===== src/exec_pkg.sv =====
/*
 * Shared definitions for the execution cluster
 *   data_t, tag_t, rob_idx_t   value, physical register and ROB widths
 *   opcode_e                   micro-op operations
 *   is_mul_op                  lane-class helper
 */
package exec_pkg;

    // Operand and result value
    typedef logic [31:0] data_t;

    // Physical register index, 64 entries
    typedef logic [5:0] tag_t;

    // Reorder-buffer slot carried with each result
    typedef logic [4:0] rob_idx_t;

    // Micro-op operations
    typedef enum logic [2:0] {
        OP_ADD = 3'd0,
        OP_SUB = 3'd1,
        OP_AND = 3'd2,
        OP_OR  = 3'd3,
        OP_XOR = 3'd4,
        OP_SLT = 3'd5,  // signed compare, 1 or 0
        OP_MUL = 3'd6   // low 32 bits of product
    } opcode_e;

    // Multiplier class check
    function automatic logic is_mul_op(input opcode_e op);
        return (op == OP_MUL);
    endfunction

endpackage


===== src/alu_lane.sv =====
/*
 * Single-cycle integer ALU lane
 *   Result computed in the dispatch cycle
 *   Hold register keeps tag, ROB index and value until granted
 */
`timescale 1ns/1ps

module alu_lane (
    input  logic                 clk_i,
    input  logic                 rst_i,
    input  logic                 dispatch_i,
    input  exec_pkg::opcode_e    op_i,
    input  exec_pkg::data_t      a_i,
    input  exec_pkg::data_t      b_i,
    input  exec_pkg::tag_t       tag_i,
    input  exec_pkg::rob_idx_t   rob_i,
    input  logic                 granted_i,
    output logic                 done_o,
    output logic                 busy_o,
    output exec_pkg::tag_t       tag_o,
    output exec_pkg::rob_idx_t   rob_o,
    output exec_pkg::data_t      value_o
);

    // Lane holds a result awaiting broadcast
    logic            full;
    exec_pkg::data_t result;

    // ====================
    // Combinational ALU
    // ====================
    always_comb begin
        case (op_i)
            exec_pkg::OP_ADD: result = a_i + b_i;
            exec_pkg::OP_SUB: result = a_i - b_i;
            exec_pkg::OP_AND: result = a_i & b_i;
            exec_pkg::OP_OR:  result = a_i | b_i;
            exec_pkg::OP_XOR: result = a_i ^ b_i;
            // Signed compare gives 1 or 0
            exec_pkg::OP_SLT: result = {31'd0, $signed(a_i) < $signed(b_i)};
            default:          result = '0;
        endcase
    end

    // ====================
    // Hold register
    // ====================
    // Occupancy flag, set on dispatch and cleared on grant
    always_ff @(posedge clk_i) begin
        if (rst_i) begin
            full <= 1'b0;
        end else if (dispatch_i) begin
            full <= 1'b1;
        end else if (granted_i) begin
            full <= 1'b0;
        end
    end

    // Payload captured with the op
    always_ff @(posedge clk_i) begin
        if (dispatch_i) begin
            value_o <= result;
            tag_o   <= tag_i;
            rob_o   <= rob_i;
        end
    end

    // Single-cycle lane, busy exactly while holding
    assign done_o = full;
    assign busy_o = full;

endmodule


===== config.mk =====
export PLATFORM = sky130hd
export DESIGN_NAME = alu_lane
export DESIGN_NICKNAME = d
export VERILOG_FILES = /design/src/exec_pkg.sv /design/src/alu_lane.sv
export SDC_FILE = /design/constraint.sdc
export NUM_CORES = 1
export LEC_CHECK = 0
export ABC_AREA = 0
export BUFFER_PORTS_ARGS = -buffer_cell sky130_fd_sc_hd__buf_2
export CAP_MARGIN = 20
export CORE_ASPECT_RATIO = 1.25
export CORE_MARGIN = 4
export CORE_UTILIZATION = 55
export CTS_CLUSTER_SIZE = 8
export DETAILED_ROUTE_END_ITERATION = 7
export GPL_TIMING_DRIVEN = 0
export PLACE_DENSITY_LB_ADDON = 0.08
export SYNTH_ARGS = -nofsm -noshare
export SYNTH_HDL_FRONTEND = slang
export SYNTH_SLANG_ARGS = --single-unit
export TNS_END_PERCENT = 1

===== constraint.sdc =====
create_clock -name clk_i -period 4 [get_ports clk_i]
set_clock_uncertainty 0.1 [all_clocks]
set_input_delay 0.6 -clock clk_i [delete_from_list [all_inputs] [get_ports clk_i]]
set_output_delay 0.6 -clock clk_i [all_outputs]
set_load 0.02 [all_outputs]

* Word-level counts from Yosys, hierarchy flattened
Index checks and enable logic that the tools add are counted.
** Operators by class
- Mux-type cells :: 3
- Reductions and logical operators :: 2
- Add/sub/neg operators :: 2
- Eq/ne operators :: 5
- Magnitude comparators :: 1
- Bitwise logic cells :: 3
** Operators by type and width (number)
- case mux 32 bit (6 select lines) :: 1
- adder 32 bit :: 1
- bitwise AND 32 bit :: 1
- < comparator 32 bit :: 1
- OR 32 bit :: 1
- subtractor 32 bit :: 1
- XOR 32 bit :: 1
- == test 3 x 2 -> 1 bit, second input constant :: 2
- == test 3 bit, second input constant :: 2
- == test 3 x 1 -> 1 bit, second input constant :: 1
- zero test 3 bit :: 1
- two-way mux 1 bit :: 2
- nonzero test 2 bit :: 1
** Storage, ports and cells
- Word-level logic and storage cells :: 20
- Input bits :: 82
- Bits in registers :: 44

* Logic depth before layout (Yosys ltp)
- Word-level depth :: 2
- Gate-level depth with buffers :: 12
- Gate-level depth less buffers :: 12

* Least setup slack after synthesis
No wires, ideal clock.
- Kind :: in2reg
- Start :: input a_i[8]
- End :: register value_o[31] (data pin)
- Required time :: 3645 ps
- Library setup time :: 255 ps
- Slack :: 397 ps
- Arrival time :: 3248 ps
- Stages on the path :: 12
- Cell sequence :: inv_1 ha_1 buf_6 or3_1 or3_4 o31ai_4 nor3_2 o41ai_4 a31oi_2 o311ai_1 nand3_1 a31o_1
** Between the ends
- Longest elaborated chain between the ends :: 2
** RTL lines
- start, declared :: RTL line alu_lane.sv:13 : input exec_pkg::data_t a_i,
- subtractor 32 bit or adder 32 bit (tied branches) :: RTL line alu_lane.sv:35, alu_lane.sv:34
- case mux 32 bit (6 select lines) (*) :: RTL line alu_lane.sv:33 : case (op_i)
- via result[31] :: RTL line alu_lane.sv:27 : exec_pkg::data_t result;
- end signal, assigned :: RTL line alu_lane.sv:62 : value_o <= result;
- end, declared :: RTL line alu_lane.sv:22 : output exec_pkg::data_t value_o
Mark *: on every way through the listed nets, which the timed path passes. The rest lies on a longest branch.
A chain may end at the register's enable or synchronous reset.

* Worst setup path after layout
- Start :: input a_i[6]
- End :: register value_o[31] (data pin)
Same word-level chain as after synthesis.

==> flow_summary.toml <==
[cells_and_area]
final_layout_size_suffix_gt1_share_pct = 16.3
n_fill_cell = 1112
syn_to_final_growth_pct = 15.6
post-route-util_pct = 65.4
final_cell_area_sq_um = 7630
finalNetCount = 1178
num_antenna_cells = 0

[logic_synthesis]
synth_top_area_share_pct = 19.6
ys_async_sr_fraction_pct = 0
synthesis.nets = 1045
synth-seq-area-share_pct = 19.9
yosys_warnings = 0
ys_types = 72
netlist_instances = 860
synth_edf_count = 43
synth_top_area_cell = "edfxtp_1"
yosys-top-cells-area = "edfxtp_1, ha_1, a21oi_1"
synth-main-ff-cell = "edfxtp_1"
ys_ff_latch = 44
synthTopCellsByCount = "ha_1, inv_1, a21oi_1, nand2_1, nor2_1"
synthesis.area_sq_um = 6600
syn_area_per_cell_sq_um = 7.68

[sta]
setup_viol = 0
min_period_over_period_pct = 97.6
hold_viol = 0
drv_slew = 0
worstMarginPinSlew_ns = 0.960
max_slew_margin_pct = 36.0
rsz0062_at_grt = "true"
fin_setup_tns_ns = 0
finalCriticalPeriod_ns = 3.91
clock.fmax_mhz = 256

[worst_setup_path]
critical_path_class = "input pin to flop"
worst-endpoint-required_ns = 3.94
crit_chain = "buf_2, inv_1, ha_1, clkbuf_1, or3_1, or3_4, o31ai_4, nor3_2, o41ai_4, a31oi_4, o311ai_1, nand3_1, a31o_1"
crit_fanout = 9
cp.arrival_ns = 3.85
slowest_delay_ns = 0.45
crit_slowest_cell = "o41ai_4"
r2r-start = "busy_o$_SDFFE_PP0P_"
worstSetupStartpoint = "a_i[6]"
cp-start-kind = "input pin"
cp-end-kind = "flop"

[route]
vias_per_cell = 6.19
route.detailed.drc = 0
routedWlPerCell_microns = 19.5
drt_first_pass_iters = 5
postRouteAntennaNets = 0
drt_wl_total_microns = 22500
drt_iter0_drc = 618
vias = 7155

[hold_path]
hp-start = "rst_i"
hold_class = "input pin to flop"

[power_and_ir_drop]
p_int_mw = 1.21
p_sw_uw = 839
seq_power_share_pct = 28.3
power_frac_comb_pct = 47.8
leakage_nw = 3.48
swShare_pct = 41.0
p_per_area_nw_per_um2 = 268
clockPowerShare_pct = 23.9
ir_worst_vdd_mv = 0.180

[placement]
io_buffer_count = 126
place_congestion = 1.00
dpl_cell_area_sq_um = 7440
dp_hpwl_microns = 17700

[cts]
cts_setup_buffers = 0
clockBufferDepth = 2
cts_buffers = 5
clockRootBuffer = "clkbuf_16"
clk_latency_ns = 0.29
cts_tree = "done"
cts_sinks = 44
clkTransAtPathRegs_ns = 0.07
cts_max_level = 2
holdBufCountCts = 0

[floorplan]
core_area_sq_um = 11700
start_util_pct = 56.6
die_w_microns = 106
rows = 44
die_y_microns = 131
dieArea_sq_um = 13800
ios = 127

[global_routing]
grt_pass1_vias = 6709
antenna_found_initial = 0
grt_use_total_pct = 31.4
grt-ovfl-total = 0
grt_pass1_wl_microns = 34500
grt_max_degree = 45

[job]
drv_cap = 0

[status]
outcome = "finished clean"
-- per-layer routing --
layer	GRT usage (%)	wire (microns)	up-vias
li1	-	-	3389
met1	36.2	8380	3319
met2	58.1	11300	358
met3	3.73	1780	89
met4	14.7	1000	0
met5	0	0	-
-- power by group through the flow --
stage | combinational [mW] | clock, mW | sequential (mW)
floorplan | 0.574 | 0 | 0.659
global placement | 0.940 | 0 | 0.589
detailed placement | 0.943 | 0 | 0.590
CTS | 0.952 | 0.491 | 0.580
global route | 1.06 | 0.511 | 0.584
finish | 0.979 | 0.490 | 0.579
-- cell usage in the layout (no fill, tap or decap), types with 5 or more instances in the layout --
cell type	instances
xnor2_1	16
clkbuf_16	5
nand2_1	66
o21bai_1	17
clkbuf_1	38
o31a_1	7
nor4_1	13
a211oi_1	13
a21o_1	14
or3_1	7
nand4_1	10
o221ai_1	9
nor3_1	20
mux2i_1	7
o22ai_1	16
o211ai_1	20
nor2b_1	9
a31oi_1	9
o21a_1	7
edfxtp_1	43
o21ai_0	49
nor2_1	61
and2_1	5
or2_2	6
inv_1	101
a21oi_1	89
o31ai_1	9
buf_2	132
ha_1	101
nand3_1	12
-- logic make-up (layout without fill, tap and decap cells) --
logic type | count (synthesis) | in the layout | synth area share, %
fa+ha+maj | 103 | 103 | 19.7
simple gates | 225 | 225 | 16.3
flops | 44 | 44 | 19.9
buf+inv | 154 | 288 | 9.15
compound gates | 310 | 310 | 31.6
xor+xnor | 16 | 16 | 2.12
mux | 8 | 8 | 1.23
-- state kept, by name (all words and copies together) (netlist names) --
| register | cells |
|---|---|
| busy_o | 1 |
| rob_o | 5 |
| value_o | 32 |
| tag_o | 6 |
-- final timing paths --
path	endpoint	slack, ns	cells after the start
setup / recovery	value_o[31]$_DFFE_PP_	0.09	13
hold / removal	busy_o$_SDFFE_PP0P_	0.36	2
setup reg to reg	busy_o$_SDFFE_PP0P_	3.30	2
hold reg to reg	busy_o$_SDFFE_PP0P_	0.42	2
-- per-stage QoR --
step | worst slack (ns) | hold slack, ns | total power, mW | cells
CTS | 0.0195 | 0.359 | 2.02 | 1155
detailed placement | -0.331 | 0.411 | 1.53 | 1147
finish | 0.0949 | 0.359 | 2.05 | 1155
global placement | -0.284 | 0.406 | 1.53 | 1147
floorplan | 0.397 | 0.489 | 1.23 | 860
global route | -0.0297 | 0.369 | 2.16 | 1155
-- timing repair --
| action | 4_1_cts | 5_1_grt |
|---|---|---|
| gates cloned | 0 | 0 |
| endpoints found under the hold margin | 0 | 0 |
| gates resized for setup | 1 | 4 |
| setup endpoints to repair | 2 | 5 |
-- critical path, delay by kind of cell --
kind            cells  cell delay, ns
compound gates      5            1.65
buf+inv             3            0.37
fa+ha+maj           1            0.27
simple gates        4            0.94
-- layout make-up --
class	instances	area [sq um]	area share, %
multi-input combinational	662	4710	61.8
sequential	44	1310	17.2
timing repair buffer	126	631	8.26
inverter	103	387	5.07
buffer	51	218	2.85
tap	161	201	2.64
clock buffer	5	125	1.64
clock inverter	3	46.3	0.607
Power figures use the tool's default switching activity.
