===== src/exec_pkg.sv =====
/*
 * Shared definitions for the execution cluster
 *   data_t, tag_t, rob_idx_t   value, physical register and ROB widths
 *   opcode_e                   micro-op operations
 *   is_mul_op                  lane-class helper
 */
package exec_pkg;

    // Operand and result value
    typedef logic [31:0] data_t;

    // Physical register index, 64 entries
    typedef logic [5:0] tag_t;

    // Reorder-buffer slot carried with each result
    typedef logic [4:0] rob_idx_t;

    // Micro-op operations
    typedef enum logic [2:0] {
        OP_ADD = 3'd0,
        OP_SUB = 3'd1,
        OP_AND = 3'd2,
        OP_OR  = 3'd3,
        OP_XOR = 3'd4,
        OP_SLT = 3'd5,  // signed compare, 1 or 0
        OP_MUL = 3'd6   // low 32 bits of product
    } opcode_e;

    // Multiplier class check
    function automatic logic is_mul_op(input opcode_e op);
        return (op == OP_MUL);
    endfunction

endpackage


===== src/cdb_broadcaster.sv =====
/*
 * Common data bus broadcaster
 *   Chained priority pick, one lane per bus, lowest index first
 *   Fairness mask drops served lanes while others still wait
 *   Per-lane grant feedback and AND-OR bus data mux
 */
`timescale 1ns/1ps

module cdb_broadcaster #(
    parameter int ALU_NUM = 2,
    parameter int MUL_NUM = 2,
    parameter int CDB_NUM = 2
) (
    input  logic                                        clk_i,
    input  logic                                        rst_i,
    input  logic               [ALU_NUM+MUL_NUM-1:0]    done_i,
    input  exec_pkg::tag_t     [ALU_NUM+MUL_NUM-1:0]    tag_i,
    input  exec_pkg::rob_idx_t [ALU_NUM+MUL_NUM-1:0]    rob_i,
    input  exec_pkg::data_t    [ALU_NUM+MUL_NUM-1:0]    value_i,
    output logic               [ALU_NUM+MUL_NUM-1:0]    granted_o,
    output logic               [CDB_NUM-1:0]            bus_valid_o,
    output exec_pkg::tag_t     [CDB_NUM-1:0]            bus_tag_o,
    output exec_pkg::rob_idx_t [CDB_NUM-1:0]            bus_rob_o,
    output exec_pkg::data_t    [CDB_NUM-1:0]            bus_data_o
);

    localparam int FU_NUM = ALU_NUM + MUL_NUM;
    localparam logic [FU_NUM-1:0] ONE = {{(FU_NUM-1){1'b0}}, 1'b1};

    logic [FU_NUM-1:0] mask;
    logic              queued;

    // Requests left for each bus, last entry is what nobody took
    logic [CDB_NUM:0][FU_NUM-1:0]   req_chain;
    // One-hot lane selection per bus
    logic [CDB_NUM-1:0][FU_NUM-1:0] sel_oh;

    // ====================
    // Priority chain
    // ====================
    // Only unmasked done lanes compete
    assign req_chain[0] = done_i & mask;

    genvar k;
    generate
        for (k = 0; k < CDB_NUM; k++) begin : gen_bus
            // Lowest request still standing
            assign sel_oh[k]      = req_chain[k] & (~req_chain[k] + ONE);
            assign req_chain[k+1] = req_chain[k] & ~sel_oh[k];
            assign bus_valid_o[k] = |sel_oh[k];

            // AND-OR mux, zero when the bus is idle
            always_comb begin
                bus_tag_o[k]  = '0;
                bus_rob_o[k]  = '0;
                bus_data_o[k] = '0;
                for (int i = 0; i < FU_NUM; i++) begin
                    if (sel_oh[k][i]) begin
                        bus_tag_o[k]  = bus_tag_o[k]  | tag_i[i];
                        bus_rob_o[k]  = bus_rob_o[k]  | rob_i[i];
                        bus_data_o[k] = bus_data_o[k] | value_i[i];
                    end
                end
            end
        end
    endgenerate

    // ====================
    // Grant feedback
    // ====================
    // Lane granted if any bus picked it
    always_comb begin
        granted_o = '0;
        for (int b = 0; b < CDB_NUM; b++) begin
            granted_o = granted_o | sel_oh[b];
        end
    end

    // Requests that found no bus this cycle
    assign queued = |req_chain[CDB_NUM];

    // ====================
    // Fairness mask
    // ====================
    // Served lanes sit out until the queue drains
    always_ff @(posedge clk_i) begin
        if (rst_i) begin
            mask <= '0;
        end else if (queued) begin
            mask <= mask & ~granted_o;
        end else begin
            mask <= '1;
        end
    end

endmodule


===== config.mk =====
export PLATFORM = sky130hd
export DESIGN_NAME = cdb_broadcaster
export DESIGN_NICKNAME = d
export VERILOG_FILES = /design/src/exec_pkg.sv /design/src/cdb_broadcaster.sv
export SDC_FILE = /design/constraint.sdc
export NUM_CORES = 1
export LEC_CHECK = 0
export BUFFER_PORTS_ARGS = -buffer_cell sky130_fd_sc_hd__buf_2
export CORE_AREA = 2 2 106 108
export DETAILED_ROUTE_END_ITERATION = 10
export DIE_AREA = 0 0 108 110
export GPL_ROUTABILITY_DRIVEN = 0
export HOLD_SLACK_MARGIN = 0.12
export PLACE_DENSITY = 0.52
export SYNTH_ARGS = -nofsm -noshare
export SYNTH_HDL_FRONTEND = slang
export SYNTH_SLANG_ARGS = --single-unit

===== constraint.sdc =====
create_clock -name clk_i -period 2.1 [get_ports clk_i]
set_clock_uncertainty 0.1 [all_clocks]
set_input_delay 0.105 -clock clk_i [delete_from_list [all_inputs] [get_ports clk_i]]
set_output_delay 0.105 -clock clk_i [all_outputs]
set_load 0.01 [all_outputs]

Word-level counts from Yosys, hierarchy flattened

Cells that the tools add are included.
W data, S select, Z words.

Bits in latches: 0
Output and inout bits: 92
Register bits after elaboration: 4
Memory bits (read-only): 0
Bits in writable memories: 0
Logic and storage cells: 61
Input bits: 178
Memories kept: 0

Magnitude comparators: 0
Add/sub/neg operators: 2
Reduce and logical (&&, ||, !) cells: 3
Equality and inequality tests: 0
Shifts and indexed selects: 0
Bitwise logic cells: 30
Divide/modulo/power cells: 0
Multiplexer cells: 25
Multiply operators: 0

Operators by type and width:

| kind                  | count |
|---|---|
| $mux W32              | 8 |
| $or A32 B32 Y32       | 6 |
| $mux W6               | 8 |
| $mux W5               | 8 |
| $or A6 B6 Y6          | 6 |
| $or A5 B5 Y5          | 6 |
| $and A4 B4 Y4         | 6 |
| $not A4 Y4            | 5 |
| $reduce_or A4 Y1      | 3 |
| $add A4 B1 Y4 const B | 2 |
| $mux W4               | 1 |
| $or A4 B4 Y4          | 1 |

Logic depth before layout (Yosys ltp)

Depth in word-level cells: 16
Depth in mapped cells: 7
Mapped depth without buffers: 5

Least setup slack after synthesis

Ideal clock, no wire load.

Path type: register -> output
Start: reg mask[2]
End: out bus_data_o[32] in the netlist's numbering
Cell stages (with the launch flop): 7
Required time: 1.895 ns
Data arrival time: 1.445 ns
Buffers on the path: 2
Path slack: 0.450 ns
Cells stage by stage: dfxtp_1 -> and2_2 -> xnor2_1 -> a22o_1 -> buf_6 -> buf_6 -> a221o_1

RTL lines:

| item                     | RTL line              | text |
|---|---|---|
| start: declaration       | cdb_broadcaster.sv:30 | `logic [FU_NUM-1:0] mask;` |
| start signal: assignment | cdb_broadcaster.sv:90 | `mask <= mask & ~granted_o;` |
| end: declaration         | cdb_broadcaster.sv:24 | `output exec_pkg::data_t [CDB_NUM-1:0] bus_data_o` |

==> impl_metrics.csv <==
group,metric,value,unit
detailed_routing,wl_met3,1050,microns
clock_tree,cts_buffers,3,
detailed_routing,top_layer,"met4",
placed_design,place_ws,-26.1,ps
detailed_routing,ant_nets,0,
timing,setup_viol,0,
timing,clock.fmax,487,MHz
synth,synth_compound_area_share,55.5,%
timing,rsz0062_at_grt,"yes",
finish,largest_reg_flops,4,
detailed_routing,drcViolationCount,0,
synth,yosys_warnings,0,
detailed_routing,routedWlPerCell,17.6,microns
timing,finalHoldViolCount,0,
setup_path,crit_type,"reg -> out",
synth,synthesis.area,0.00202,sq mm
synth,synthCells,294,
grt,grt_usage,17.5,%
finish,largestRegisters,"mask x4",
timing,drv_slew,0,
clock_tree,cts-root-buf,"clkbuf_8",
synth,synth_xor_area_share,0.867,%
timing,period_minus_slack,2050,ps
placed_design,port_buffers,269,
job,maxCapViolations,0,
placed_design,hpwl,8830,microns
detailed_routing,wl_met2,6340,microns
die,initial_core_util,18.9,%
clock_tree,cts_num_sinks,4,
synth,synth-adder-area-share,0.495,%
grt,grt_pass1_wl,16800,microns
grt,grt_pass1_vias,3517,
setup_path,critPathMaxFanout,21,
finish,syn2layout_area_growth,82.3,%
clock_tree,path_clk_slew,30,ps
power_and_ir_drop,power_density,305,mW/mm^2
timing,tightest_slew,530,ps
finish,largest_register,"mask",
detailed_routing,vias,3739,
detailed_routing,met1Wirelength,4770,microns
detailed_routing,drtIter0Drc,324,
power_and_ir_drop,peakVddDrop,0.000277,V
timing,final.setup.tns,0,ps
clock_tree,clk_latency,220,ps
clock_tree,clockBufferDepth,2,
setup_path,crit_family,"compound AO/OA/AOI/OAI gates",
detailed_routing,wl,12200,microns
synth,synth_seq_area_share,3.96,%
die,core,0.0107,sq mm
grt,grt_antenna_before_repair,0,
setup_path,critical_path_required,1890,ps
grt,grt_max_degree,44,
synth,synth_top_family_by_area,"compound AO/OA/AOI/OAI gates",
detailed_routing,drtPass1Iterations,5,
finish,nets,732,
setup_path,critPathBufInv,4,
finish,drive_above_1_share,55.8,%
synth,avgSynthCellArea,6.87,sq um
setup_path,crit_path_end_kind,"output port",
timing,fin_crit_sh,97.7,%
clock_tree,cts_tree,"yes",
timing,slew_headroom,64.7,%
synth,synth_cell_types,27,
die,boundaryPins,270,
synth,synth_mux_area_share,0,%
die,dieWidth,108,microns
die,placementRows,38,
setup_path,start_kind,"register",
die,dieArea,0.0119,sq mm
outcome,status,"completed",
power_and_ir_drop,p_leak,2.17,nW
setup_path,slowest_delay,350,ps
die,die_h,110,microns
setup_path,arrival,1850,ps
setup_path,crit_chain,"nand2_2 -> inv_4 -> buf_6 -> nor2_1 -> a22o_2 -> buf_12 -> a221o_1 -> buf_2",
detailed_routing,viasPerCell,5.40,
grt,grt_overflow,0,
min_path,hold_class,"in -> reg",
synth,ys_ff_latch,4,
synth,syn_nets,472,
synth,synthSimpleGateAreaFrac,28.7,%
setup_path,crit_slowest_cell,"a221o_1",
clock_tree,cts_max_level,1,
finish,antennaDiodeCount,0,
timing,setup_ws,47.3,ps
==> timing repair <==
item,in CTS,in global routing
endpoints found under the setup margin,43,86
gates resized for setup,2,16
endpoints found under the hold margin,4,0
hold buffers,1,0
gates cloned,1,2
buffers inserted,0,3
pin swaps,7,3
==> layout by cell type (no fill, tap or decap) <==
master	count
a21oi_1	2
a221o_1	43
a22o_2	1
a22oi_1	86
a2bb2oi_1	1
a311oi_1	1
and2_2	1
and3_1	43
buf_12	5
buf_2	269
buf_4	14
buf_6	1
clkbuf_8	3
dfxtp_1	3
dfxtp_2	1
dlygate4sd3_1	1
inv_2	1
inv_4	1
maj3_1	1
nand2_1	47
nand2_2	2
nand2_4	1
nand4_1	1
nor2_1	6
nor2_4	5
nor3_1	3
nor3_4	1
nor4_1	3
nor4_4	1
o21ai_0	2
xnor2_1	1
xnor2_4	1
==> tightest hold or removal path: cells and delay by family <==
kind          cells  cell delay (ps)
simple gates      3              200
buf+inv           2              270
==> cells by family (layout without fill, tap and decap cells) <==
group | after synthesis | in the layout
and+or+nand+nor | 111 | 114
DFF | 4 | 4
buffers and inverters | 40 | 295
xor gates and xnor gates | 2 | 2
AOI/OAI and AO/OA | 136 | 136
adders and majority gates | 1 | 1
==> per-stage QoR <==
step                      instances  cell area [sq um]  utilization (%)  hold WS, ps  power (mW)
after detailed placement        682               3510             32.8          252       0.919
after floorplan                 294               2020                -         74.1       0.492
after global placement          682               3510             32.8          235       0.916
after global routing            692               3680             34.4          313        1.21
final                           692               3680             34.4          300        1.13
after CTS                       687               3580             33.5          300        1.10
==> cell type report <==
class	instances	area [sq um]
fillers	1146	7010
multi-input cells	253	1800
repair buffers	290	1570
well taps	140	175
flip-flops and latches	4	81.3
clock buffers	3	41.3
inverters	2	10.0
==> per-layer routing <==
layer	vias up	track usage, %
li1	1740	-
met1	1763	19.3
met2	226	35.7
met3	10	3.12
met4	0	1.65
met5	-	0
==> synth_stat cells, drive strengths merged <==
| cell | number | area, sq um |
|---|---|---|
| a311oi | 1 | 8.76 |
| nor4 | 4 | 40.0 |
| nand2 | 50 | 198 |
| nor2 | 8 | 35.0 |
| inv | 2 | 7.51 |
| a2bb2oi | 1 | 8.76 |
| a22oi | 86 | 646 |
| nor3 | 4 | 25.0 |
| and2 | 1 | 7.51 |
| a22o | 1 | 8.76 |
| a221o | 43 | 430 |
| nand4 | 1 | 6.26 |
| o21ai | 2 | 10.0 |
| a21oi | 2 | 10.0 |
| maj3 | 1 | 10.0 |
| dfxtp | 4 | 80.1 |
| xnor2 | 2 | 17.5 |
| clkbuf | 17 | 63.8 |
| buf | 21 | 139 |
| and3 | 43 | 269 |
==> report_power, final <==
group,total (mW),leakage [nW],switching (mW),internal (mW)
combinational,0.880,2.12,0.474,0.406
sequential,0.0852,0.0338,0.00343,0.0817
clock,0.160,0.0216,0.0381,0.122
total,1.13,2.17,0.515,0.610
==> path summary, 6_finish.rpt <==
path | startpoint | slack, ps | cells after the start | to
setup / recovery | mask[1]$_SDFF_PP0_ | 50 | 8 | bus_data_o[54]
hold / removal | done_i[0] | 300 | 5 | mask[0]$_SDFF_PP0_
hold reg to reg | mask[3]$_SDFF_PP0_ | 410 | 2 | mask[3]$_SDFF_PP0_
setup reg to reg | mask[2]$_SDFF_PP0_ | 640 | 5 | mask[0]$_SDFF_PP0_
No activity file was read; power rests on OpenSTA's default activity.
