$ cat src/exec_pkg.sv
/*
 * Shared definitions for the execution cluster
 *   data_t, tag_t, rob_idx_t   value, physical register and ROB widths
 *   opcode_e                   micro-op operations
 *   is_mul_op                  lane-class helper
 */
package exec_pkg;

    // Operand and result value
    typedef logic [31:0] data_t;

    // Physical register index, 64 entries
    typedef logic [5:0] tag_t;

    // Reorder-buffer slot carried with each result
    typedef logic [4:0] rob_idx_t;

    // Micro-op operations
    typedef enum logic [2:0] {
        OP_ADD = 3'd0,
        OP_SUB = 3'd1,
        OP_AND = 3'd2,
        OP_OR  = 3'd3,
        OP_XOR = 3'd4,
        OP_SLT = 3'd5,  // signed compare, 1 or 0
        OP_MUL = 3'd6   // low 32 bits of product
    } opcode_e;

    // Multiplier class check
    function automatic logic is_mul_op(input opcode_e op);
        return (op == OP_MUL);
    endfunction

endpackage

$ cat src/mul_lane.sv
/*
 * Three-stage multiplier lane
 *   Stage 1 registers operands, stage 2 partial products
 *   Stage 3 sums the 64-bit product into the hold register
 *   Busy from dispatch until the result is granted
 */
`timescale 1ns/1ps

module mul_lane (
    input  logic                 clk_i,
    input  logic                 rst_i,
    input  logic                 dispatch_i,
    input  exec_pkg::data_t      a_i,
    input  exec_pkg::data_t      b_i,
    input  exec_pkg::tag_t       tag_i,
    input  exec_pkg::rob_idx_t   rob_i,
    input  logic                 granted_i,
    output logic                 done_o,
    output logic                 busy_o,
    output exec_pkg::tag_t       tag_o,
    output exec_pkg::rob_idx_t   rob_o,
    output exec_pkg::data_t      value_o
);

    // Stage valid flags
    logic s1_vld;
    logic s2_vld;
    logic full;

    // Stage 1 payload
    exec_pkg::data_t    s1_a;
    exec_pkg::data_t    s1_b;
    exec_pkg::tag_t     s1_tag;
    exec_pkg::rob_idx_t s1_rob;

    // Stage 2 payload, 32x16 partial products
    logic [47:0]        s2_pp_lo;
    logic [47:0]        s2_pp_hi;
    exec_pkg::tag_t     s2_tag;
    exec_pkg::rob_idx_t s2_rob;

    // Full product before truncation
    logic [63:0] product;

    // ====================
    // Pipeline control
    // ====================
    // One op per lane, no overlap within the pipe
    always_ff @(posedge clk_i) begin
        if (rst_i) begin
            s1_vld <= 1'b0;
            s2_vld <= 1'b0;
            full   <= 1'b0;
        end else begin
            s1_vld <= dispatch_i;
            s2_vld <= s1_vld;
            if (s2_vld) begin
                full <= 1'b1;
            end else if (granted_i) begin
                full <= 1'b0;
            end
        end
    end

    // ====================
    // Datapath
    // ====================
    always_ff @(posedge clk_i) begin
        if (dispatch_i) begin
            s1_a   <= a_i;
            s1_b   <= b_i;
            s1_tag <= tag_i;
            s1_rob <= rob_i;
        end
        if (s1_vld) begin
            // Split multiplier operand into halves
            s2_pp_lo <= s1_a * s1_b[15:0];
            s2_pp_hi <= s1_a * s1_b[31:16];
            s2_tag   <= s1_tag;
            s2_rob   <= s1_rob;
        end
        if (s2_vld) begin
            value_o <= product[31:0];
            tag_o   <= s2_tag;
            rob_o   <= s2_rob;
        end
    end

    // Recombine partial products
    assign product = {16'd0, s2_pp_lo} + {s2_pp_hi, 16'd0};

    assign done_o = full;
    // Occupied anywhere in the pipe
    assign busy_o = s1_vld | s2_vld | full;

endmodule

$ cat config.mk
export PLATFORM = sky130hd
export DESIGN_NAME = mul_lane
export DESIGN_NICKNAME = d
export VERILOG_FILES = /design/src/exec_pkg.sv /design/src/mul_lane.sv
export SDC_FILE = /design/constraint.sdc
export NUM_CORES = 1
export LEC_CHECK = 0
export BUFFER_PORTS_ARGS = -buffer_cell sky130_fd_sc_hd__buf_2
export CAP_MARGIN = 15
export CORE_MARGIN = 2
export CORE_UTILIZATION = 35
export DETAILED_ROUTE_END_ITERATION = 10
export RECOVER_POWER = 100
export SKIP_CTS_REPAIR_TIMING = 1
export SLEW_MARGIN = 20
export SYNTH_ARGS = -nofsm -noshare
export SYNTH_HDL_FRONTEND = slang
export SYNTH_SLANG_ARGS = --single-unit
export TNS_END_PERCENT = 1
$ cat constraint.sdc
create_clock -name clk_i -period 7.25 [get_ports clk_i]
set_input_delay 0.3625 -clock clk_i [delete_from_list [all_inputs] [get_ports clk_i]]
set_output_delay 0.3625 -clock clk_i [all_outputs]
set_load 0.05 [all_outputs]
# Word level (Yosys, flattened, before mapping)
# Cells that the tools add are included.
totals:
  elab_cells: 22
  register_bits: 180
  output_inout_bits: 45
  in_bits: 79
classes:
  n_mux: 2
  n_reduce_logical: 1
  bitwise_logic: 2
  mul: 2
  n_addsub: 1
op_table:
  columns: ["op", "count"]
  rows:
  - ["32-bit adder", 1]
  - ["32-bit by 16-bit multiplier with 16-bit output", 1]
  - ["32-bit by 16-bit multiplier with 32-bit output", 1]
  - ["1-bit two-way mux", 2]
  - ["1-bit OR", 2]
  - ["2-bit nonzero test", 1]

# Logic depth before layout (Yosys ltp)
# Gate-level depths: netlist of the first run.
logic_depth:
  depth_word: 2
  ltp_mapped: 23
  ltp_nobuf: 21

# Worst setup path after synthesis of the first run
# No wires, ideal clock.
synth_path:
  path_kind: "register -> register"
  start: "register s1_b[3]"
  end: "register s2_pp_lo[30] (data pin)"
  t_arrival_ps: 5820
  required_time_ps: 6992
  period_less_slack_ps: 6078
  n_path_buf: 3
  setup_ps: 258
  path_slack_ps: 1172
  stages_incl_launch_ff: 21
  path_cell_list: "edfxtp_1 clkbuf_1 clkbuf_1 nand2_1 fa_1 fa_1 fa_1 fa_1 inv_1 fa_1 fa_1 ha_1 buf_4 nand4_1 or4b_4 nor4b_4 o311ai_1 nand2_1 o2111ai_1 a21oi_1 xnor2_1"
synth_between:
  elab_chain_cells: 1
synth_lines:
  columns: ["element", "line", "rtl"]
  rows:
  - ["from (decl)", "mul_lane.sv:32", "exec_pkg::data_t s1_b;"]
  - ["from (signal assigned)", "mul_lane.sv:71", "s1_b <= b_i;"]
  - ["32-bit by 16-bit multiplier with 32-bit output", "mul_lane.sv:77", "s2_pp_lo <= s1_a * s1_b[15:0];"]
  - ["to (signal assigned)", "mul_lane.sv:77", null]
  - ["to (decl)", "mul_lane.sv:37", "logic [47:0] s2_pp_lo;"]
# No other way between the ends.
# A chain may end at the register's enable or synchronous reset.

# Worst setup path after layout of the first run
layout_path:
  start: "register s1_a[8]"
  end: "register s2_pp_lo[25] (data pin)"
layout_between:
  elab_chain_cells: 1
layout_lines:
  columns: ["element", "line", "rtl"]
  rows:
  - ["from (decl)", "mul_lane.sv:31", "exec_pkg::data_t s1_a;"]
  - ["from (signal assigned)", "mul_lane.sv:70", "s1_a <= a_i;"]
  - ["32-bit by 16-bit multiplier with 32-bit output", "mul_lane.sv:77", null]
# No other way between the ends.

==> results of run 1 <==
-- cells in the final DEF, fill, tap and decap left out, types with 3 or more instances in the layout --
cell type and n:
sky130_fd_sc_hd__clkinv_8 4, sky130_fd_sc_hd__nand2b_1 5, sky130_fd_sc_hd__and2_1 201, sky130_fd_sc_hd__o211ai_1 6, sky130_fd_sc_hd__o2111ai_1 4, sky130_fd_sc_hd__inv_8 3
sky130_fd_sc_hd__edfxtp_1 177, sky130_fd_sc_hd__a31oi_1 3, sky130_fd_sc_hd__clkbuf_16 17, sky130_fd_sc_hd__ha_1 129, sky130_fd_sc_hd__clkbuf_1 61, sky130_fd_sc_hd__inv_1 472
sky130_fd_sc_hd__a211oi_1 5, sky130_fd_sc_hd__buf_2 69, sky130_fd_sc_hd__a311oi_1 3, sky130_fd_sc_hd__and2_0 10, sky130_fd_sc_hd__xor2_1 19, sky130_fd_sc_hd__dfxtp_1 3
sky130_fd_sc_hd__nand4_1 4, sky130_fd_sc_hd__nor2b_1 7, sky130_fd_sc_hd__a21oi_1 39, sky130_fd_sc_hd__o21ai_0 20, sky130_fd_sc_hd__nand2_1 337, sky130_fd_sc_hd__fa_1 385
sky130_fd_sc_hd__buf_4 35, sky130_fd_sc_hd__o21a_1 4, sky130_fd_sc_hd__or3_1 5, sky130_fd_sc_hd__xnor2_1 86, sky130_fd_sc_hd__o21bai_1 9, sky130_fd_sc_hd__nor3_1 8
sky130_fd_sc_hd__inv_12 4, sky130_fd_sc_hd__a21o_1 8, sky130_fd_sc_hd__nor2_1 24, sky130_fd_sc_hd__dlygate4sd3_1 4, sky130_fd_sc_hd__a2111oi_0 3, sky130_fd_sc_hd__and2_2 3
sky130_fd_sc_hd__and3_1 6, sky130_fd_sc_hd__nand3_1 15
-- per-layer routing --
layer / vias up / track usage (%) / wire length, um
met5: - / 0 / 0
met4: 0 / 5.207 / 1303
met3: 81 / 3.440 / 2459
met2: 375 / 29.58 / 25640
met1: 7243 / 22.99 / 23530
li1: 6523 / - / -
-- worst max-delay path, delay by kind of cell, from the launching register on --
family / cells / cell delay [ns]
AOI/OAI and AO/OA: 5 / 1.63
DFF: 1 / 1.06
adders and majority gates: 7 / 3.37
buffers and inverters: 3 / 0.17
and+or+nand+nor: 2 / 0.46
-- cell type report --
cell class | instances | area [um2]
sequential | 180 | 5375
timing repair buffer | 170 | 888.4
clock buffer | 17 | 425.4
fill | 5990 | 36900
inverter | 472 | 1772
multi-input combinational | 1369 | 14030
tap | 782 | 978.4
clock inverter | 15 | 210.2
-- final timing paths --
kind / endpoint / slack (ns) / startpoint / cells after the start
worst max-delay path: s2_pp_lo[25]$_DFFE_PP_ / 0.27 / s1_a[8]$_DFFE_PP_ / 17
worst min-delay path: s1_a[18]$_DFFE_PP_ / 0.03 / a_i[18] / 1
worst max register to register: s2_pp_lo[25]$_DFFE_PP_ / 0.27 / s1_a[8]$_DFFE_PP_ / 17
worst min register to register: s2_rob[1]$_DFFE_PP_ / 0.41 / s1_rob[1]$_DFFE_PP_ / 0
-- kinds of logic after synthesis --
group	count (synthesis)	synth area share, %
compound gates	118	3.549
xor+xnor	105	4.269
fa+ha+maj	514	43.27
buf+inv	560	9.775
flops	180	24.95
simple gates	632	14.18
-- through the flow --
step                hold WS (ns)  util (%)  cell area, um2  setup slack, ns
floorplan                 0.4003         -           21540            1.172
global placement          0.4013     38.15           23110           0.4702
detailed placement        0.4045     38.15           23110           0.4258
CTS                     -0.01764     39.20           23750           0.3860
global route           0.0002044     39.09           23680          0.01863
finish                   0.03201     39.09           23680           0.2672
-- sequential cells by signal (all words and copies together), names as in the netlist, 6 cells and up --
register	flops
s1_a	32
s1_b	32
s1_tag	6
s2_pp_hi	16
s2_pp_lo	32
s2_tag	6
tag_o	6
value_o	32
==> parameters.txt, run 1 <==
Parameter                              Value

Worst setup path
  Critical Path Sink Type    flip-flop
  Crit path max fanout    24
  Critical path class    reg -> reg
  Stage delay of the slowest cell on the critical path    1.06 ns
  Most Frequent Cell on Critical Path    sky130_fd_sc_hd__fa_1
  Critical path, cell by cell    nand2_1 > fa_1 > inv_1 > fa_1 > fa_1 > fa_1 > fa_1 > inv_1 > fa_1 > inv_1 > ha_1 > and2_2 > a22o_1 > a311oi_1 > o21a_1 > o21ai_0 > o311ai_0
  Required time reported for the critical path endpoint    7.46 ns
  Worst setup SP type    flip-flop
  Data arrival time of the critical path    7.20 ns
  Critical-path top delay cell    sky130_fd_sc_hd__edfxtp_1

Floorplanning
  Initial core utilization    35.56%
  Width of the die    252.1 um
  IO Pins    124
  Placeable core area    60580 um2
  Placement Rows    90
  Area of the die    63550 um2
  Die span in y    252.1 um

STA
  Final hold violation count    0
  Setup Total Neg Slack    0 ns
  Clock skew    0.01522 ns
  Normalized max-slew margin    -118.5%
  Period utilisation layout    96.31%
  Setup repair after global routing missed its margin    no
  Setup violators final    0
  Fmax    143.2 MHz
  Time the worst path needs with I/O delays and setup    6.983 ns
  Transition time at the pin with the least slew margin    3.278 ns
  Max Slew Vio Count    176

Clocking
  Clk slew on worst S/H paths    0.08 ns
  Root Driver    sky130_fd_sc_hd__clkbuf_16
  Number of H-tree levels    4
  Clock Latency Late Sink    0.50 ns
  Clk sinks    180
  Number of buffers inserted during clock tree synthesis    17
  TritonCTS clock tree    yes
  Largest buffer count on any clock path    2

Placement
  Buffers on Ports    123
  # placed instances    2967
  Detailed placer's ending HPWL    42.26 mm
  Routability-driven placement congestion ratio    0.8922

Cells and area
  Layout cells sized above 1    6.568%
  Fin cells    3005
  Area added between synthesis and finish    9.944%
  Antenna fix cells    0
  Layout Nets    2803

Synth
  Library cell occupying the most area in the post-synthesis netlist    sky130_fd_sc_hd__fa_1
  Fraction of registers with async set or reset after synthesis    0%
  Number of warning messages in the yosys log    0
  Cells taking the most area after synthesis    sky130_fd_sc_hd__fa_1 (36%), sky130_fd_sc_hd__edfxtp_1 (25%), sky130_fd_sc_hd__inv_1 (8.2%), sky130_fd_sc_hd__ha_1 (7.5%), sky130_fd_sc_hd__and2_1 (6.1%)
  Number of library cell types mapped by synthesis    50
  Most frequent cell after synthesis    sky130_fd_sc_hd__inv_1
  Mapped Nets    2702
  Post-synthesis instance area    21540 um2
  Cells after Synth    2109
  Average cell area after synthesis    10.21 um2
  Number of synthesized flops with an enable pin    177
  Most used DFF post-synth    sky130_fd_sc_hd__edfxtp_1
  Fraction of synthesized cell area taken by the top area cell type    35.78%
  Portion of the post-synthesis area used by sequential elements    24.95%
  Number of flip-flops and latches in the synthesized netlist    180
  Top cell types by occurrence after synthesis    sky130_fd_sc_hd__inv_1 (472), sky130_fd_sc_hd__fa_1 (385), sky130_fd_sc_hd__nand2_1 (337)

Route
  Number of design-rule violations left by the first detailed-router iteration    823
  Vias per cell    4.733
  Post-route ant nets    0
  Routed wire length    52.94 mm
  Number of design rule violations left after detail routing    0
  Length of the first detailed-routing pass in iterations    5
  Final routed wire length divided by cell count    17.62 um
  Vias post-DR    14220

GRT
  Residual overflow from global routing    0
  Wire length of the first global-routing pass    85.41 mm
  Number of antenna violations at the first check in global routing    0
  Global-route usage over all layers    17.58%
  Number of global-route vias before repair    15610
  Maximum number of pins on one net before global-route repair    61

Hold path
  Class of the tightest hold or removal check    in -> reg

Outcome
  Result of the run    complete, but fails checks
  Violations in the final reports    max-capacitance violations, max-slew violations

Run
  Max-capacitance violation count    4
Power of run 1 is left out: the tool's default activity adds up to more than one toggle a clock period on the data nets, which glitch-free logic cannot reach.
==> run 2: changes to the inputs <==
Settings changed: CORE_UTILIZATION 35 to 61, CTS_CLUSTER_DIAMETER set to 200, PLACE_DENSITY set to 0.8.
==> run 2 against run 1 <==
  * The flow still finishes with violations (max-capacitance violations, max-slew violations)
  * Clock skew is 0.0021 ns lower
  * Register-to-register slack about the same
  * Core utilization up 28 points
  * Worst hold slack improved by 0.033 ns
  * Critical path type unchanged
  * Cell count is 12% lower
  * Fmax hardly changed
  * Wire length decreased by 7.9%
  * Die area fell by 42%
  * Sequential cell count is the same
  * Sequential share of layout area up 0.55 points
  * Non-clock buffer count down 19
==> parameters.txt, run 2 (synthesized netlist as in run 1, its figures left out) <==
Parameter                              Value

Hold path
  Class of the tightest hold or removal check    in -> reg (unchanged)

Floorplanning
  Width of the die    191.9 um (was 252.1 um)
  Area of the die    36830 um2 (was 63550 um2)
  Placeable core area    34630 um2 (was 60580 um2)
  Initial core utilization    62.21% (was 35.56%)
  Die span in y    191.9 um (was 252.1 um)
  Placement Rows    68 (was 90)
  IO Pins    124 (unchanged)

GRT
  Number of antenna violations at the first check in global routing    0 (unchanged)
  Maximum number of pins on one net before global-route repair    61 (unchanged)
  Residual overflow from global routing    0 (unchanged)
  Global-route usage over all layers    28.72% (was 17.58%)
  Wire length of the first global-routing pass    80.68 mm (was 85.41 mm)
  Number of global-route vias before repair    16130 (was 15610)

Route
  Post-route ant nets    0 (unchanged)
  Final routed wire length divided by cell count    18.33 um (was 17.62 um)
  Number of design-rule violations left by the first detailed-router iteration    1274 (was 823)
  Detail Route met3 WL    4.576 mm (was 2.459 mm)
  Highest layer used for signal routing    met4 (unchanged)
  Vias per cell    5.516 (was 4.733)
  Met2 wire len    23.35 mm (was 25.64 mm)
  Routed wire length    48.74 mm (was 52.94 mm)
  Number of design rule violations left after detail routing    0 (unchanged)
  Vias post-DR    14670 (was 14220)
  Length of the first detailed-routing pass in iterations    9 (was 5)
  M1 wire length    19.34 mm (was 23.53 mm)

Worst setup path
  Critical path class    reg -> reg (unchanged)
  Worst setup SP type    flip-flop (unchanged)
  Critical Path Sink Type    flip-flop (unchanged)
  Worst Reg-to-Reg Cells    20 (was 17)
  Required time reported for the critical path endpoint    7.47 ns (was 7.46 ns)
  Reg-to-reg slack, setup    0.27 ns (about the same)
  Critical register-to-register path startpoint    s1_b[1]$_DFFE_PP_ (was s1_a[8]$_DFFE_PP_)
  Critical path startpoint    s1_b[1]$_DFFE_PP_ (was s1_a[8]$_DFFE_PP_)
  Data arrival time of the critical path    7.20 ns (about the same)
  Endpoint of the worst setup timing path    s2_pp_lo[30]$_DFFE_PP_ (was s2_pp_lo[25]$_DFFE_PP_)
  Endpoint of the worst-slack reg-to-reg timing path    s2_pp_lo[30]$_DFFE_PP_ (was s2_pp_lo[25]$_DFFE_PP_)
  Crit path max fanout    13 (was 24)

STA
  Fmax    143.2 MHz (about the same)
  Time the worst path needs with I/O delays and setup    6.983 ns (about the same)
  Period utilisation layout    96.32% (was 96.31%)
  Worst hold slack    0.06539 ns (was 0.03201 ns)
  Final hold violation count    0 (unchanged)
  Clock skew    0.01309 ns (was 0.01522 ns)
  Setup Total Neg Slack    0 ns (unchanged)
  Setup repair after global routing missed its margin    no (unchanged)
  Max Slew Vio Count    168 (was 176)
  Transition time at the pin with the least slew margin    3.275 ns (was 3.278 ns)
  Normalized max-slew margin    -118.4% (was -118.5%)
  Setup violators final    0 (unchanged)

Outcome
  Result of the run    complete, but fails checks (unchanged)
  Violations in the final reports    max-capacitance violations, max-slew violations (unchanged)

Cells and area
  Layout cells sized above 1    6.171% (was 6.568%)
  Layout Nets    2784 (was 2803)
  Commonest non-fill, non-tap cells in the layout    sky130_fd_sc_hd__inv_1 (472), sky130_fd_sc_hd__fa_1 (385), sky130_fd_sc_hd__nand2_1 (337) (unchanged)
  Area added between synthesis and finish    7.336% (was 9.944%)
  Post-layout instance area    23120 um2 (was 23680 um2)
  Antenna fix cells    0 (unchanged)
  Leading cell type in the layout, fill and taps excluded    sky130_fd_sc_hd__inv_1 (unchanged)

Clocking
  Clk slew on worst S/H paths    0.08 ns (about the same)
  Root Driver    sky130_fd_sc_hd__clkbuf_16 (unchanged)
  Number of buffers inserted during clock tree synthesis    17 (unchanged)
  Largest buffer count on any clock path    2 (unchanged)
  Number of H-tree levels    4 (unchanged)
  Clock Latency Late Sink    0.47 ns (was 0.50 ns)
  TritonCTS clock tree    yes (unchanged)
  Clk sinks    180 (unchanged)

Placement
  Detailed placer's ending HPWL    37.49 mm (was 42.26 mm)
  Post-place instance area    22600 um2 (was 23110 um2)
  Routability-driven placement congestion ratio    0.9435 (was 0.8922)
  Buffers on Ports    123 (unchanged)

Run
  Max-capacitance violation count    3 (was 4)
-- run 2: layout make-up --
type                       instances  area, um2
multi-input combinational       1369      14040
fill                            2648      11510
sequential                       180       5375
inverter                         472       1772
timing repair buffer             151      742.0
tap                              455      569.3
clock buffer                      17      425.4
clock inverter                    15      198.9
-- run 2: through the flow --
step           setup WS [ns]  cells  util, %
6_report              0.2665   2659    66.77
5_1_grt              0.01692   2659    66.77
4_1_cts               0.4310   2658    67.07
3_5_place_dp          0.4219   2626    65.27
3_3_place_gp          0.6909   2626    65.27
2_1_floorplan          1.172   2109        -
-- run 2: worst min path at each step --
stage	endpoint	slack, ns	startpoint	cells past startpoint
2_1_floorplan	rob_o[0]$_DFFE_PP_	0.40	s2_rob[0]$_DFFE_PP_	0
6_report	s1_a[20]$_DFFE_PP_	0.07	a_i[20]	1
4_1_cts	s1_a[24]$_DFFE_PP_	0.04	a_i[24]	1
3_3_place_gp	s2_tag[1]$_DFFE_PP_	0.40	s1_tag[1]$_DFFE_PP_	0
3_5_place_dp	s2_rob[3]$_DFFE_PP_	0.40	s1_rob[3]$_DFFE_PP_	0
5_1_grt	s1_b[9]$_DFFE_PP_	0.05	b_i[9]	1
-- run 2: routing by layer --
layer | vias to the layer above | global-route usage, %
met4 | 0 | 10.41
li1 | 6493 | -
met1 | 7313 | 37.67
met3 | 135 | 6.596
met5 | - | 0
met2 | 726 | 47.14
-- run 2: worst max-delay path: stages (launching register included) --
cell and delay [ns]:
sky130_fd_sc_hd__edfxtp_1 0.85, sky130_fd_sc_hd__buf_6 0.27, sky130_fd_sc_hd__clkbuf_1 0.31, sky130_fd_sc_hd__and2_0 0.23, sky130_fd_sc_hd__fa_1 0.44, sky130_fd_sc_hd__fa_1 0.55
sky130_fd_sc_hd__ha_1 0.14, sky130_fd_sc_hd__inv_1 0.05, sky130_fd_sc_hd__fa_1 0.48, sky130_fd_sc_hd__inv_1 0.06, sky130_fd_sc_hd__fa_1 0.48, sky130_fd_sc_hd__fa_1 0.50
sky130_fd_sc_hd__ha_1 0.41, sky130_fd_sc_hd__nand4_1 0.11, sky130_fd_sc_hd__or4b_1 0.55, sky130_fd_sc_hd__nor4b_2 0.20, sky130_fd_sc_hd__o311ai_0 0.47, sky130_fd_sc_hd__nand2_1 0.17
sky130_fd_sc_hd__o2111ai_1 0.24, sky130_fd_sc_hd__a21oi_1 0.11, sky130_fd_sc_hd__xnor2_1 0.13
Power of run 2 is left out for the same reason.
==> run 3: changes to the inputs <==
Settings changed: PLACE_DENSITY 0.8 to 0.84, SLEW_MARGIN 20 to 25.
==> run 3 against run 2 <==
  * The flow still finishes with violations (max-capacitance violations, max-slew violations)
  * Non-clock buffer count decreased by 1
  * Die area unchanged
  * Sequential share of layout area about the same
  * Critical path depth increased by 1
  * Sequential cell count unchanged
  * Clock-buffer cell count unchanged
  * Via count increased by 0.14%
  * Register-to-register slack improved by 0.09 ns
  * Core utilization increased by 0.079 points
==> parameters.txt, run 3 (synthesized netlist as in run 1, its figures left out) <==
Parameter                              Value

STA
  Final hold violation count    0 (unchanged)
  Time the worst path needs with I/O delays and setup    6.891 ns (was 6.983 ns)
  Max Slew Vio Count    165 (was 168)
  Setup violators final    0 (unchanged)
  Setup Total Neg Slack    0 ns (unchanged)
  Worst hold slack    0.06364 ns (was 0.06539 ns)
  Clock skew    0.01883 ns (was 0.01309 ns)
  Fmax    145.1 MHz (was 143.2 MHz)
  Setup repair after global routing missed its margin    no (unchanged)
  Normalized max-slew margin    -105.6% (was -118.4%)
  Period utilisation layout    95.04% (was 96.32%)
  Transition time at the pin with the least slew margin    3.084 ns (was 3.275 ns)

Floorplanning
  Placeable core area    34630 um2 (unchanged)
  IO Pins    124 (unchanged)
  Width of the die    191.9 um (unchanged)
  Area of the die    36830 um2 (unchanged)
  Die span in y    191.9 um (unchanged)
  Placement Rows    68 (unchanged)
  Initial core utilization    62.21% (unchanged)

Clocking
  Clock Latency Late Sink    0.47 ns (about the same)
  Clk sinks    180 (unchanged)
  Largest buffer count on any clock path    2 (unchanged)
  Clk slew on worst S/H paths    0.08 ns (about the same)
  Root Driver    sky130_fd_sc_hd__clkbuf_16 (unchanged)
  Number of buffers inserted during clock tree synthesis    17 (unchanged)
  Number of H-tree levels    4 (unchanged)
  TritonCTS clock tree    yes (unchanged)

Cells and area
  Layout cells sized above 1    6.355% (was 6.171%)
  Area added between synthesis and finish    7.464% (was 7.336%)
  Leading cell type in the layout, fill and taps excluded    sky130_fd_sc_hd__inv_1 (unchanged)
  Commonest non-fill, non-tap cells in the layout    sky130_fd_sc_hd__inv_1 (472), sky130_fd_sc_hd__fa_1 (385), sky130_fd_sc_hd__nand2_1 (337) (unchanged)
  Fill cell instance count of the final layout    2597 (was 2648)
  Antenna fix cells    0 (unchanged)
  Layout Nets    2783 (was 2784)

Route
  Final routed wire length divided by cell count    18.36 um (was 18.33 um)
  Vias per cell    5.526 (was 5.516)
  Number of design rule violations left after detail routing    0 (unchanged)
  Length of the first detailed-routing pass in iterations    6 (was 9)
  Post-route ant nets    0 (unchanged)
  Number of design-rule violations left by the first detailed-router iteration    1054 (was 1274)
  Routed wire length    48.80 mm (was 48.74 mm)
  Vias post-DR    14690 (was 14670)

Run
  Max-capacitance violation count    3 (unchanged)

Placement
  Detailed placer's ending HPWL    37.91 mm (was 37.49 mm)
  Routability-driven placement congestion ratio    0.9539 (was 0.9435)
  Buffers on Ports    123 (unchanged)

Worst setup path
  Worst setup SP type    flip-flop (unchanged)
  Critical Path Sink Type    flip-flop (unchanged)
  Data arrival time of the critical path    7.10 ns (was 7.20 ns)
  Critical path class    reg -> reg (unchanged)
  Stage delay of the slowest cell on the critical path    1.07 ns (was 0.85 ns)
  Crit path max fanout    27 (was 13)
  Critical path, cell by cell    nand2_1 > fa_1 > inv_1 > fa_1 > inv_1 > fa_1 > inv_1 > fa_1 > fa_1 > inv_1 > fa_1 > inv_1 > ha_1 > inv_1 > nor2_1 > nand4_1 > a2111oi_0 > nor2_1 > o2111ai_1 > a21oi_1 > xnor2_1 (was buf_6 > clkbuf_1 > and2_0 > fa_1 > fa_1 > ha_1 > inv_1 > fa_1 > inv_1 > fa_1 > fa_1 > ha_1 > nand4_1 > or4b_1 > nor4b_2 > o311ai_0 > nand2_1 > o2111ai_1 > a21oi_1 > xnor2_1)
  Required time reported for the critical path endpoint    7.46 ns (was 7.47 ns)
  Critical-path top delay cell    sky130_fd_sc_hd__edfxtp_1 (unchanged)

GRT
  Maximum number of pins on one net before global-route repair    61 (unchanged)
  Global-route usage over all layers    28.48% (was 28.72%)
  Wire length of the first global-routing pass    79.69 mm (was 80.68 mm)
  Number of global-route vias before repair    16060 (was 16130)
  Residual overflow from global routing    0 (unchanged)
  Number of antenna violations at the first check in global routing    0 (unchanged)

Outcome
  Violations in the final reports    max-capacitance violations, max-slew violations (unchanged)
  Result of the run    complete, but fails checks (unchanged)

Hold path
  Class of the tightest hold or removal check    in -> reg (unchanged)
[run 3: changes by cell type in the layout (fill, tap and decap cells not counted), moves of 2 or more]
cell / delta
sky130_fd_sc_hd__inv_6: +3
sky130_fd_sc_hd__bufinv_16: +2
sky130_fd_sc_hd__buf_2: +3
sky130_fd_sc_hd__clkbuf_1: -5
sky130_fd_sc_hd__buf_4: +2
sky130_fd_sc_hd__clkinvlp_4: -2
sky130_fd_sc_hd__inv_8: -2
[run 3: final cells by class]
class | instances | area, um2 | share of cell area, %
multi-input cells | 1369 | 14030 | 60.63
inverters | 472 | 1772 | 7.653
clock inverters | 15 | 231.5 | 0.9999
flip-flops and latches | 180 | 5375 | 23.22
repair buffers | 150 | 742.0 | 3.205
well taps | 455 | 569.3 | 2.459
clock buffers | 17 | 425.4 | 1.838
[run 3: path summary, 6_finish.rpt]
| check | startpoint | endpoint | slack, ns | cells past startpoint |
|---|---|---|---|---|
| worst min register to register | s2_tag[4]$_DFFE_PP_ | tag_o[4]$_DFFE_PP_ | 0.42 | 0 |
| worst max register to register | s1_b[5]$_DFFE_PP_ | s2_pp_lo[31]$_DFFE_PP_ | 0.36 | 21 |
| worst max-delay path | s1_b[5]$_DFFE_PP_ | s2_pp_lo[31]$_DFFE_PP_ | 0.36 | 21 |
| worst min-delay path | a_i[3] | s1_a[3]$_DFFE_PP_ | 0.06 | 1 |
[run 3: worst max-delay path: cells and delay by family (launching register included)]
family / cells / cell delay [ns]
compound gates: 3 / 0.90
xor+xnor: 1 / 0.13
fa+ha+maj: 7 / 3.43
buf+inv: 6 / 0.38
flops: 1 / 1.07
simple gates: 4 / 0.71
[run 3: layer usage]
| layer | up-vias | wire (um) | global-route usage (%) |
|---|---|---|---|
| met5 | - | 0 | 0 |
| met4 | 0 | 1628 | 11.27 |
| met3 | 161 | 4238 | 7.236 |
| met2 | 726 | 23410 | 46.54 |
| met1 | 7318 | 19520 | 36.68 |
| li1 | 6482 | - | - |
[run 3: stage by stage]
step | utilization [%] | cell area [um2] | cells | setup slack (ns)
after floorplan | - | 21540 | 2109 | 1.172
after global placement | 65.27 | 22600 | 2626 | 0.7236
after detailed placement | 65.27 | 22600 | 2626 | 0.4615
after CTS | 67.16 | 23260 | 2658 | 0.4590
after global routing | 66.85 | 23150 | 2658 | 0.07790
final | 66.85 | 23150 | 2658 | 0.3594
Power of run 3 is left out for the same reason.
